===== config.mk =====
export PLATFORM = sky130hd
export DESIGN_NAME = rob_top
export DESIGN_NICKNAME = d
export VERILOG_FILES = /design/src/rob_pkg.sv /design/src/rob_cdb_if.sv /design/src/rob.sv /design/src/rob_complete_table.sv /design/src/rob_ptr_ctrl.sv /design/src/rob_regfile.sv /design/src/rob_top.sv
export SDC_FILE = /design/constraint.sdc
export NUM_CORES = 2
export LEC_CHECK = 0
export ABC_CLOCK_PERIOD_IN_PS = 13700
export BUFFER_PORTS_ARGS = -buffer_cell sky130_fd_sc_hd__buf_2
export CORE_AREA = 2 2 466 468
export CTS_BUF_LIST = sky130_fd_sc_hd__clkbuf_4
export DETAILED_ROUTE_END_ITERATION = 8
export DIE_AREA = 0 0 468 470
export PLACE_DENSITY = 0.65
export SLEW_MARGIN = 25
export SYNTH_ARGS = -nofsm -noshare
export SYNTH_HDL_FRONTEND = slang
export SYNTH_SLANG_ARGS = --single-unit

===== constraint.sdc =====
create_clock -name clk -period 13.7 [get_ports clk]
set_input_delay 2.74 -clock clk [delete_from_list [all_inputs] [get_ports clk]]
set_output_delay 2.74 -clock clk [all_outputs]
set_load 0.01 [all_outputs]

===== src/rob_pkg.sv =====
package rob_pkg;

////////////////////////////////////////
// widths
////////////////////////////////////////

localparam int XLEN           = 32;
localparam int AREG_WIDTH     = 5;
localparam int EXC_CODE_WIDTH = 6;
localparam int BADVA_WIDTH    = 26;

////////////////////////////////////////
// table entries
////////////////////////////////////////

// written at dispatch, read back at commit
typedef struct packed {
    logic [AREG_WIDTH-1:0] areg;
    logic                  w_reg;
    logic [XLEN-1:0]       pc;
} rob_inst_entry_t;

// exception view of a result word
typedef struct packed {
    logic [EXC_CODE_WIDTH-1:0] code;
    logic [BADVA_WIDTH-1:0]    badva;
} rob_exc_view_t;

// one result word, two decodings
// the exception flag next to it picks the view
typedef union packed {
    logic [XLEN-1:0] data;
    rob_exc_view_t   exc;
} rob_result_u;

// written on a cdb strobe
typedef struct packed {
    rob_result_u result;
    logic        exc;
} rob_data_entry_t;

endpackage


===== src/rob_cdb_if.sv =====
`timescale 1ns/1ps

interface rob_cdb_if
    import rob_pkg::*;
#(
    parameter int ROB_WIDTH = 4
) ();

// two lanes, one pulse per completing entry
logic [1:0]                valid;
logic [1:0][ROB_WIDTH-1:0] id;
rob_result_u [1:0]         result;
logic [1:0]                exc;

// driven from the top level ports
modport source (
    output valid, id, result, exc
);

// buffer side
modport sink (
    input valid, id, result, exc
);

endinterface


===== src/rob.sv =====
`timescale 1ns/1ps

module rob
    import rob_pkg::*;
#(
    parameter int ROB_WIDTH = 4
) (
    input  logic                           clk,
    input  logic                           rst_i,
    input  logic                           flush_i,
    input  logic [1:0]                     dispatch_i,
    input  logic [1:0][ROB_WIDTH-1:0]      dispatch_id_i,
    input  rob_inst_entry_t [1:0]          dispatch_entry_i,
    rob_cdb_if.sink                        cdb,
    input  logic [3:0][ROB_WIDTH-1:0]      src_id_i,
    output logic [3:0][XLEN-1:0]           src_data_o,
    output logic [3:0]                     src_ready_o,
    input  logic [1:0]                     commit_req_i,
    output logic [1:0]                     commit_valid_o,
    output logic [1:0][AREG_WIDTH-1:0]     commit_areg_o,
    output logic [1:0]                     commit_w_reg_o,
    output logic [1:0][XLEN-1:0]           commit_pc_o,
    output logic [1:0][XLEN-1:0]           commit_wdata_o,
    output logic [1:0]                     commit_exc_o,
    output logic [1:0][EXC_CODE_WIDTH-1:0] commit_exc_code_o,
    output logic [1:0][BADVA_WIDTH-1:0]    commit_badva_o,
    output logic                           rob_space_o
);

logic [ROB_WIDTH-1:0]  head_ptr0;
logic [ROB_WIDTH-1:0]  head_ptr1;
logic [ROB_WIDTH:0]    count;
logic [1:0]            head_done;
rob_inst_entry_t [1:0] inst_rd;
rob_data_entry_t [5:0] data_rd;
rob_data_entry_t [1:0] cdb_wdata;

rob_ptr_ctrl #(
    .ROB_WIDTH (ROB_WIDTH)
) u_ptr_ctrl (
    .clk          (clk),
    .rst_i        (rst_i),
    .flush_i      (flush_i),
    .dispatch_i   (dispatch_i),
    .commit_req_i (commit_req_i),
    .head_ptr0_o  (head_ptr0),
    .head_ptr1_o  (head_ptr1),
    .count_o      (count),
    .rob_space_o  (rob_space_o)
);

rob_complete_table #(
    .ROB_WIDTH (ROB_WIDTH)
) u_complete_table (
    .clk           (clk),
    .dispatch_i    (dispatch_i),
    .dispatch_id_i (dispatch_id_i),
    .cdb           (cdb),
    .head_ptr0_i   (head_ptr0),
    .head_ptr1_i   (head_ptr1),
    .src_id_i      (src_id_i),
    .head_done_o   (head_done),
    .src_done_o    (src_ready_o)
);

////////////////////////////////////////
// instruction and data tables
////////////////////////////////////////

rob_regfile #(
    .DATA_WIDTH ($bits(rob_inst_entry_t)),
    .ROB_WIDTH  (ROB_WIDTH),
    .R_PORTS    (2),
    .W_PORTS    (2)
) u_inst_table (
    .clk     (clk),
    .raddr_i ({head_ptr1, head_ptr0}),
    .rdata_o (inst_rd),
    .we_i    (dispatch_i),
    .waddr_i (dispatch_id_i),
    .wdata_i (dispatch_entry_i)
);

always_comb begin
    for (int i = 0; i < 2; i++) begin
        cdb_wdata[i].result = cdb.result[i];
        cdb_wdata[i].exc    = cdb.exc[i];
    end
end

// heads on ports 0..1, sources on 2..5
rob_regfile #(
    .DATA_WIDTH ($bits(rob_data_entry_t)),
    .ROB_WIDTH  (ROB_WIDTH),
    .R_PORTS    (6),
    .W_PORTS    (2)
) u_data_table (
    .clk     (clk),
    .raddr_i ({src_id_i, head_ptr1, head_ptr0}),
    .rdata_o (data_rd),
    .we_i    (cdb.valid),
    .waddr_i (cdb.id),
    .wdata_i (cdb_wdata)
);

always_comb begin
    for (int s = 0; s < 4; s++) begin
        src_data_o[s] = data_rd[s + 2].result.data;
    end
end

////////////////////////////////////////
// commit
////////////////////////////////////////

// lane 1 only behind lane 0
assign commit_valid_o[0] = head_done[0] && (count > 0);
assign commit_valid_o[1] = commit_valid_o[0] && head_done[1] && (count > 1);

always_comb begin
    for (int i = 0; i < 2; i++) begin
        commit_areg_o[i]  = inst_rd[i].areg;
        commit_w_reg_o[i] = inst_rd[i].w_reg;
        commit_pc_o[i]    = inst_rd[i].pc;
        commit_exc_o[i]   = data_rd[i].exc;
        // union decode, flag picks the view
        if (data_rd[i].exc) begin
            commit_wdata_o[i]    = '0;
            commit_exc_code_o[i] = data_rd[i].result.exc.code;
            commit_badva_o[i]    = data_rd[i].result.exc.badva;
        end else begin
            commit_wdata_o[i]    = data_rd[i].result.data;
            commit_exc_code_o[i] = '0;
            commit_badva_o[i]    = '0;
        end
    end
end

endmodule


===== src/rob_complete_table.sv =====
`timescale 1ns/1ps

module rob_complete_table #(
    parameter int ROB_WIDTH = 4
) (
    input  logic                      clk,
    input  logic [1:0]                dispatch_i,
    input  logic [1:0][ROB_WIDTH-1:0] dispatch_id_i,
    rob_cdb_if.sink                   cdb,
    input  logic [ROB_WIDTH-1:0]      head_ptr0_i,
    input  logic [ROB_WIDTH-1:0]      head_ptr1_i,
    input  logic [3:0][ROB_WIDTH-1:0] src_id_i,
    output logic [1:0]                head_done_o,
    output logic [3:0]                src_done_o
);

// read port map, same for both tables
// 0..1 heads, 2..5 sources, 6..7 the other side's write indices
logic [7:0][ROB_WIDTH-1:0] disp_raddr;
logic [7:0][ROB_WIDTH-1:0] cdb_raddr;
logic [7:0]                disp_bit;
logic [7:0]                cdb_bit;
logic [1:0]                disp_wdata;
logic [1:0]                cdb_wdata;
logic [5:0]                done;

assign disp_raddr = {cdb.id, src_id_i, head_ptr1_i, head_ptr0_i};
assign cdb_raddr  = {dispatch_id_i, src_id_i, head_ptr1_i, head_ptr0_i};

////////////////////////////////////////
// parity tables
////////////////////////////////////////

// dispatch copies the cdb bit, so the pair reads equal (not done)
assign disp_wdata = cdb_bit[7:6];

// cdb flips against the dispatch bit, so the pair differs (done)
assign cdb_wdata = ~disp_bit[7:6];

rob_regfile #(
    .DATA_WIDTH (1),
    .ROB_WIDTH  (ROB_WIDTH),
    .R_PORTS    (8),
    .W_PORTS    (2)
) u_disp_table (
    .clk     (clk),
    .raddr_i (disp_raddr),
    .rdata_o (disp_bit),
    .we_i    (dispatch_i),
    .waddr_i (dispatch_id_i),
    .wdata_i (disp_wdata)
);

rob_regfile #(
    .DATA_WIDTH (1),
    .ROB_WIDTH  (ROB_WIDTH),
    .R_PORTS    (8),
    .W_PORTS    (2)
) u_cdb_table (
    .clk     (clk),
    .raddr_i (cdb_raddr),
    .rdata_o (cdb_bit),
    .we_i    (cdb.valid),
    .waddr_i (cdb.id),
    .wdata_i (cdb_wdata)
);

// done when the two bits disagree
assign done        = disp_bit[5:0] ^ cdb_bit[5:0];
assign head_done_o = done[1:0];
assign src_done_o  = done[5:2];

endmodule


===== src/rob_ptr_ctrl.sv =====
`timescale 1ns/1ps

module rob_ptr_ctrl #(
    parameter int ROB_WIDTH = 4
) (
    input  logic                 clk,
    input  logic                 rst_i,
    input  logic                 flush_i,
    input  logic [1:0]           dispatch_i,
    input  logic [1:0]           commit_req_i,
    output logic [ROB_WIDTH-1:0] head_ptr0_o,
    output logic [ROB_WIDTH-1:0] head_ptr1_o,
    output logic [ROB_WIDTH:0]   count_o,
    output logic                 rob_space_o
);

localparam logic [ROB_WIDTH:0] DEPTH = (ROB_WIDTH + 1)'(1 << ROB_WIDTH);

logic [1:0]           n_dispatch;
logic [1:0]           n_commit;
logic [ROB_WIDTH-1:0] head_ptr0_q;
logic [ROB_WIDTH-1:0] head_ptr1_q;
logic [ROB_WIDTH:0]   count_q;
logic [ROB_WIDTH:0]   free_cnt;

assign n_dispatch = {1'b0, dispatch_i[0]} + {1'b0, dispatch_i[1]};
assign n_commit   = {1'b0, commit_req_i[0]} + {1'b0, commit_req_i[1]};

// flush behaves like reset for the pointers and the count
always_ff @(posedge clk) begin
    if (rst_i || flush_i) begin
        head_ptr0_q <= '0;
        head_ptr1_q <= ROB_WIDTH'(1);
        count_q     <= '0;
    end else begin
        head_ptr0_q <= head_ptr0_q + ROB_WIDTH'(n_commit);
        head_ptr1_q <= head_ptr1_q + ROB_WIDTH'(n_commit);
        count_q     <= count_q + (ROB_WIDTH + 1)'(n_dispatch) - (ROB_WIDTH + 1)'(n_commit);
    end
end

// room for a full dispatch pair
assign free_cnt    = DEPTH - count_q;
assign rob_space_o = free_cnt >= (ROB_WIDTH + 1)'(2);

assign head_ptr0_o = head_ptr0_q;
assign head_ptr1_o = head_ptr1_q;
assign count_o     = count_q;

endmodule


===== src/rob_regfile.sv =====
`timescale 1ns/1ps

module rob_regfile #(
    parameter int DATA_WIDTH = 32,
    parameter int ROB_WIDTH  = 4,
    parameter int R_PORTS    = 2,
    parameter int W_PORTS    = 2
) (
    input  logic                               clk,
    input  logic [R_PORTS-1:0][ROB_WIDTH-1:0]  raddr_i,
    output logic [R_PORTS-1:0][DATA_WIDTH-1:0] rdata_o,
    input  logic [W_PORTS-1:0]                 we_i,
    input  logic [W_PORTS-1:0][ROB_WIDTH-1:0]  waddr_i,
    input  logic [W_PORTS-1:0][DATA_WIDTH-1:0] wdata_i
);

localparam int DEPTH = 1 << ROB_WIDTH;

logic [DATA_WIDTH-1:0] mem_q [DEPTH];

////////////////////////////////////////
// write side
////////////////////////////////////////

// ports in rising order, so the highest enabled port lands last
always_ff @(posedge clk) begin
    for (int w = 0; w < W_PORTS; w++) begin
        if (we_i[w]) begin
            mem_q[waddr_i[w]] <= wdata_i[w];
        end
    end
end

////////////////////////////////////////
// read side
////////////////////////////////////////

// no bypass, a same-cycle write shows up next cycle
always_comb begin
    for (int r = 0; r < R_PORTS; r++) begin
        rdata_o[r] = mem_q[raddr_i[r]];
    end
end

endmodule


===== src/rob_top.sv =====
`timescale 1ns/1ps

module rob_top
    import rob_pkg::*;
#(
    parameter int ROB_WIDTH = 4
) (
    input  logic                        clk,
    input  logic                        rst_i,
    input  logic                        flush_i,
    input  logic [1:0]                  dispatch_i,
    input  logic [2*ROB_WIDTH-1:0]      dispatch_id_i,
    input  logic [2*AREG_WIDTH-1:0]     dispatch_areg_i,
    input  logic [1:0]                  dispatch_w_reg_i,
    input  logic [2*XLEN-1:0]           dispatch_pc_i,
    input  logic [1:0]                  cdb_valid_i,
    input  logic [2*ROB_WIDTH-1:0]      cdb_id_i,
    input  logic [2*XLEN-1:0]           cdb_result_i,
    input  logic [1:0]                  cdb_exc_i,
    input  logic [4*ROB_WIDTH-1:0]      src_id_i,
    output logic [4*XLEN-1:0]           src_data_o,
    output logic [3:0]                  src_ready_o,
    input  logic [1:0]                  commit_req_i,
    output logic [1:0]                  commit_valid_o,
    output logic [2*AREG_WIDTH-1:0]     commit_areg_o,
    output logic [1:0]                  commit_w_reg_o,
    output logic [2*XLEN-1:0]           commit_pc_o,
    output logic [2*XLEN-1:0]           commit_wdata_o,
    output logic [1:0]                  commit_exc_o,
    output logic [2*EXC_CODE_WIDTH-1:0] commit_exc_code_o,
    output logic [2*BADVA_WIDTH-1:0]    commit_badva_o,
    output logic                        rob_space_o
);

rob_inst_entry_t [1:0] dispatch_entry;

rob_cdb_if #(.ROB_WIDTH(ROB_WIDTH)) cdb_bus ();

// cdb ports onto the bus, lane 0 in the low bits
assign cdb_bus.valid  = cdb_valid_i;
assign cdb_bus.id     = cdb_id_i;
assign cdb_bus.result = cdb_result_i;
assign cdb_bus.exc    = cdb_exc_i;

always_comb begin
    for (int i = 0; i < 2; i++) begin
        dispatch_entry[i].areg  = dispatch_areg_i[i*AREG_WIDTH +: AREG_WIDTH];
        dispatch_entry[i].w_reg = dispatch_w_reg_i[i];
        dispatch_entry[i].pc    = dispatch_pc_i[i*XLEN +: XLEN];
    end
end

rob #(
    .ROB_WIDTH (ROB_WIDTH)
) u_rob (
    .clk               (clk),
    .rst_i             (rst_i),
    .flush_i           (flush_i),
    .dispatch_i        (dispatch_i),
    .dispatch_id_i     (dispatch_id_i),
    .dispatch_entry_i  (dispatch_entry),
    .cdb               (cdb_bus.sink),
    .src_id_i          (src_id_i),
    .src_data_o        (src_data_o),
    .src_ready_o       (src_ready_o),
    .commit_req_i      (commit_req_i),
    .commit_valid_o    (commit_valid_o),
    .commit_areg_o     (commit_areg_o),
    .commit_w_reg_o    (commit_w_reg_o),
    .commit_pc_o       (commit_pc_o),
    .commit_wdata_o    (commit_wdata_o),
    .commit_exc_o      (commit_exc_o),
    .commit_exc_code_o (commit_exc_code_o),
    .commit_badva_o    (commit_badva_o),
    .rob_space_o       (rob_space_o)
);

endmodule


# Word-level counts from Yosys, hierarchy flattened
# Memory sizes are Yosys's and may differ from the RTL's. A register that Yosys moved wholly into a read port is not among the register bits.
# Cells that the tools add are included.
# Widths: inputs -> output; s select.
[word_totals]
reg_bits = 13
latchBits = 0
mem_bits_rw = 1168
rom_bits = 0
in_bits = 183
output_inout_bits = 341
word_cells = 45
mem_count = 4
[classes]
add_sub_neg = 7
mul = 0
div_mod_pow = 0
n_lt_le_gt_ge = 3
eq_ne = 0
shift = 0
n_mux = 22
bitwise_logic = 2
n_reduce_logical = 4
[mem_list]
columns = ["memory", "depth", "word_bits", "rd", "rd_ports_with_merged_regs", "write_ports", "line", "source"]
rows = [
  ["u_rob.u_inst_table.mem_q", 16, 38, 2, 2, 2, "rob_regfile.sv:19", "logic [DATA_WIDTH-1:0] mem_q [DEPTH];"],
  ["u_rob.u_data_table.mem_q", 16, 33, 6, 2, 2, "rob_regfile.sv:19", ""],
  ["u_rob.u_complete_table.u_cdb_table.mem_q", 16, 1, 8, 2, 2, "rob_regfile.sv:19", ""],
  ["u_rob.u_complete_table.u_disp_table.mem_q", 16, 1, 8, 2, 2, "rob_regfile.sv:19", ""],
]
[ops]
columns = ["operator", "count"]
rows = [
  ["$mux 32", 2],
  ["$mux 26", 2],
  ["$mux 4", 8],
  ["$mux 6", 2],
  ["$gt 5x1->1 const B", 2],
  ["$add 4x2->4", 2],
  ["$mux 1", 8],
  ["$xor 6x6->6", 1],
  ["$add 5x2->5", 1],
  ["$ge 5x2->1 const B", 1],
  ["$sub 5x2->5", 1],
  ["$sub 5x5->5 const A", 1],
  ["$add 1x1->2", 2],
  ["$logic_and 1x1->1", 3],
  ["$not 2->2", 1],
  ["$logic_or 1x1->1", 1],
]

# Logic depth before layout (Yosys ltp)
# An unclocked memory read counts as a cell.
[logic_depth]
word_depth = 5
ltp_mapped = 10
depth_no_buf = 10

# By module
# From an unflattened synthesis, not the netlist that was laid out.
[unflattened]
hier_cells = 5474
hier_area_um2 = 86449.2
[modules_own_cells]
columns = ["module", "n_inst", "cells_per_inst", "area_per_inst_um2", "seq_area_each_um2"]
rows = [
  ["rob_regfile (u_rob.u_data_table)", 1, 2906, 45777.7, 15855.2],
  ["rob_regfile (u_rob.u_inst_table)", 1, 2044, 34854.7, 18257.5],
  ["rob_regfile (u_rob.u_complete_table.u_cdb_table ...)", 2, 140, 2016.9, 480.5],
  ["rob", 1, 145, 877.1, 0.0],
  ["rob_ptr_ctrl", 1, 91, 845.8, 260.2],
  ["rob_complete_table", 1, 8, 60.1, 0.0],
]

# Least setup slack after synthesis
# No wires, ideal clock.
[synth_timing]
path_kind = "in2out"
start = "input src_id_i[0]"
end = "output src_data_o[11]"
arrival_ns = 4.629
required_time_ns = 10.960
slack_ns = 6.331
cell_stages = 5
n_path_buf = 3
cell_sequence = "buf_2 buf_2 buf_2 mux4_2 mux4_2"
[synth_between]
elab_chain_len = 1
[synth_rtl]
columns = ["element", "line", "source"]
rows = [
  ["from (decl)", "rob_top.sv:20", "input logic [4*ROB_WIDTH-1:0] src_id_i,"],
  ["$mem_v2 16x33", "n/a", ""],
  ["to (decl)", "rob_top.sv:21", "output logic [4*XLEN-1:0] src_data_o,"],
]
# Every way passes these cells.

# Final worst setup path
[layout_timing]
start = "input src_id_i[12]"
end = "output src_data_o[118]"
# The elaborated chain is that of the path after synthesis.

==> results.txt <==
For the initial antenna violation count, the log shows 77. The relative slew slack was 0.203; the power density relative to cell area was 102 nW/µm². For the finished layout, the period the worst path requires is 8.51 ns.

The width of the die came out at 468 µm. For the final global-route overflow total, the log shows 0. The number of vias after detailed routing is 57200.

The logs give 10.96 ns for the data required time of the critical path and 0 for the number of setup violations in the final report. The total of hold buffers inserted after clock tree synthesis is 0. The final max-slew violation count was 0.

The data arrival time of the worst path was 5.77 ns. The DRC marker count from the first detailed-route iteration is 8154. The tools report the I/O pin count as 524. The floorplan step defined a die boundary enclosing 220000 µm². The number of distinct library cells after synthesis is 41. The fraction of registers with async set/reset was 0; the number of clock sinks seen by CTS was 1181. For this run, the top clock speed supported by timing is 117 MHz. For this run, the detailed router's first-pass iteration total came to 6. STA classifies the critical path endpoint as a primary output. The sum of negative setup slack is 0 ns. The logs give 4 for the number of buffers on the longest clock path and 0 for the post-CTS setup-driven buffer insertion count. Entering global routing, the biggest net connects 133 pins.

In the layout the commonest cells are sky130_fd_sc_hd__mux4_2 (1398), sky130_fd_sc_hd__edfxtp_1 (1168), sky130_fd_sc_hd__mux2_2 (1137), sky130_fd_sc_hd__clkbuf_4 (516), sky130_fd_sc_hd__buf_2 (509). Aggregate global-route resource usage: 0.281. Detailed placement finished with a half-perimeter wire length of 172 mm.

Clock latency on the worst-skew pair, taken at its later pin, is 1.30 ns. After technology mapping, the gate count stands at 4734. Input and output buffers added on the ports amount to 523. The critical path is of the in2out type.

Hold is met by 0.685 ns. The number of routed nets with antenna violations is 0, and the number of fill cells is 19000. In this run, synthesis inferred 1168 flip-flops with an integrated enable.

The tools report the standby leakage power as 30.3 nW. The height of the die works out to 470 µm. For the synthesized net count, the log shows 4938. During synthesis, Yosys emitted a total of 0 warnings. Total core area: 216000 µm². The final cycle utilization of the critical path works out to 0.621.

The sequential area share after synthesis came out at 0.413. The flip-flop cell with the highest count after synthesis is sky130_fd_sc_hd__edfxtp_1. The transition time at the pin with the least slew margin is 1.20 ns, and the peak ir drop on the vdd network is 0.0000871 V. The logs give 5 for the number of H-tree levels and 438 mm for the global-route wire length before repair. The fraction of final layout cells with drive strength greater than 1 came out at 0.706. The worst hold path belongs to the class reg2reg. For this run, design rule violations remaining after detail routing come to 0.

The routed length per placed instance was 38.2 µm; the maximum net fanout on the critical path was 48. Dividing the detail-routed via count by the number of cells gives 6.94. Setup repair after global routing left no endpoint under its margin. Gates resized during post-CTS repair numbered 0. Across the run, the number of max-cap violations was 0. The startpoint type of the worst setup path was a primary input. The finished layout holds 8239 standard cells, fillers aside. The tree is rooted in a sky130_fd_sc_hd__clkbuf_4. The library cell used most frequently in the layout, excluding fill and tap cells, is sky130_fd_sc_hd__mux4_2.

Flop and latch count out of synthesis: 1181. The mapped cell area is 85500 µm², and the mean cell area of the mapped netlist is 18.1 µm². For the number of placement rows, the log shows 171. The run gives 352 as the number of buffers created by CTS. From synthesis to final layout, the design area changed by 11.2%. The placed instance count came out at 7609. For this run, the post-layout net count is 5315. The run gives 0.396 as the initial standard-cell utilization of the core.

The routed design has 315 mm of wire. For the number of global-route vias before repair, the log shows 57200. TritonCTS built the clock tree. Clock-pin slew was measured on the worst setup and hold paths at 0.06 ns. The worst clock skew is 0.0515 ns. The weighted congestion at the end of routability-driven global placement came out at 0.850. The number of failing hold endpoints at the final stage came out at 0. The flow ran to the end, and the final reports show no timing, DRC or antenna violations.
-- per-stage QoR --
stage	instance area [µm²]	power [mW]	worst slack, ns	util
after global placement	90600	6.31	5.15	0.420
final	95000	9.68	5.19	0.441
after CTS	94900	9.71	5.13	0.440
after detailed placement	90600	6.35	5.13	0.420
after global routing	95000	10.0	4.99	0.440
after floorplan	85500	5.67	6.33	-
-- where the power goes --
part	leakage (nW)	internal [mW]	total (mW)	switching [mW]
Combinational	17.0	1.00	2.02	1.02
Sequential	10.7	4.14	4.28	0.142
Clock	2.56	1.75	3.38	1.63
Total	30.3	6.89	9.68	2.79
-- registers in the layout, indices dropped and copies added (netlist names) --
| register | count |
|---|---|
| u_rob.u_inst_table.mem_q | 608 |
| u_rob.u_complete_table.u_disp_table.mem_q | 16 |
| u_rob.u_ptr_ctrl.count_o | 5 |
| u_rob.u_data_table.mem_q | 528 |
| u_rob.u_ptr_ctrl.head_ptr1_o | 4 |
| u_rob.u_ptr_ctrl.head_ptr0_o | 4 |
| u_rob.u_complete_table.u_cdb_table.mem_q | 16 |
-- worst max-delay path: stages --
cell and delay (ns):
sky130_fd_sc_hd__buf_8 0.44, sky130_fd_sc_hd__buf_4 0.50, sky130_fd_sc_hd__buf_4 0.64, sky130_fd_sc_hd__mux4_2 0.60, sky130_fd_sc_hd__mux4_2 0.54, sky130_fd_sc_hd__buf_2 0.18
-- synth_stat cells, types with 15 or more instances --
master | count | area share
sky130_fd_sc_hd__o22ai_1 | 19 | 0.0014
sky130_fd_sc_hd__ha_1 | 17 | 0.0025
sky130_fd_sc_hd__clkbuf_1 | 378 | 0.017
sky130_fd_sc_hd__buf_2 | 103 | 0.0060
sky130_fd_sc_hd__nor2b_1 | 66 | 0.0048
sky130_fd_sc_hd__buf_6 | 23 | 0.0030
sky130_fd_sc_hd__mux2i_1 | 29 | 0.0034
sky130_fd_sc_hd__nand2_1 | 19 | 0.00083
sky130_fd_sc_hd__xnor2_1 | 15 | 0.0015
sky130_fd_sc_hd__buf_1 | 71 | 0.0031
sky130_fd_sc_hd__mux4_2 | 1398 | 0.37
sky130_fd_sc_hd__xor2_1 | 15 | 0.0015
sky130_fd_sc_hd__and2_1 | 66 | 0.0048
sky130_fd_sc_hd__buf_4 | 32 | 0.0028
sky130_fd_sc_hd__edfxtp_1 | 1168 | 0.41
sky130_fd_sc_hd__mux4_1 | 21 | 0.0065
sky130_fd_sc_hd__o21ai_0 | 22 | 0.0013
sky130_fd_sc_hd__nor2_1 | 42 | 0.0018
sky130_fd_sc_hd__inv_1 | 18 | 0.00079
sky130_fd_sc_hd__mux2_2 | 1137 | 0.15
-- logic make-up (layout without fill, tap and decap cells) --
| group | after synthesis | after routing | share of synthesized area |
|---|---|---|---|
| AOI/OAI and AO/OA | 56 | 56 | 0.00401 |
| xor gates and xnor gates | 30 | 30 | 0.00307 |
| adders and majority gates | 21 | 21 | 0.00343 |
| buffers and inverters | 625 | 1243 | 0.0324 |
| DFF | 1181 | 1181 | 0.413 |
| muxes | 2585 | 2585 | 0.528 |
| other | 0 | 33 | 0 |
| and+or+nand+nor | 236 | 236 | 0.0156 |
-- path summary, 6_finish.rpt --
check / to / cells after the start / start / slack (ns)
setup / recovery: src_data_o[118] / 6 / src_id_i[12] / 5.19
hold reg to reg: u_rob.u_ptr_ctrl.head_ptr1_o[2] / 2 / u_rob.u_ptr_ctrl.head_ptr1_o[2] / 0.69
hold / removal: u_rob.u_ptr_ctrl.head_ptr1_o[2] / 2 / u_rob.u_ptr_ctrl.head_ptr1_o[2] / 0.69
setup reg to reg: u_rob.u_ptr_ctrl.head_ptr1_o[3] / 6 / u_rob.u_ptr_ctrl.head_ptr1_o[1] / 11.09
-- metal layers --
layer | track usage | part of all wire | vias up
li1 | - | - | 21600
met1 | 0.352 | 0.34 | 29900
met2 | 0.438 | 0.47 | 4577
met3 | 0.0917 | 0.13 | 988
met4 | 0.141 | 0.053 | 62
met5 | 0 | 0.0013 | -
-- layout make-up --
class                   instances  area (µm²)  area share
multi-input cells            2928       48000       0.505
diodes                         33        82.6    0.000869
inverters                      18        75.1    0.000790
flip-flops and latches       1181       35400       0.372
clock inverters                79         369     0.00388
repair buffers                630        3680      0.0387
well taps                    2854        3570      0.0376
clock buffers                 516        3870      0.0408
(Power assumes the default switching activity.)
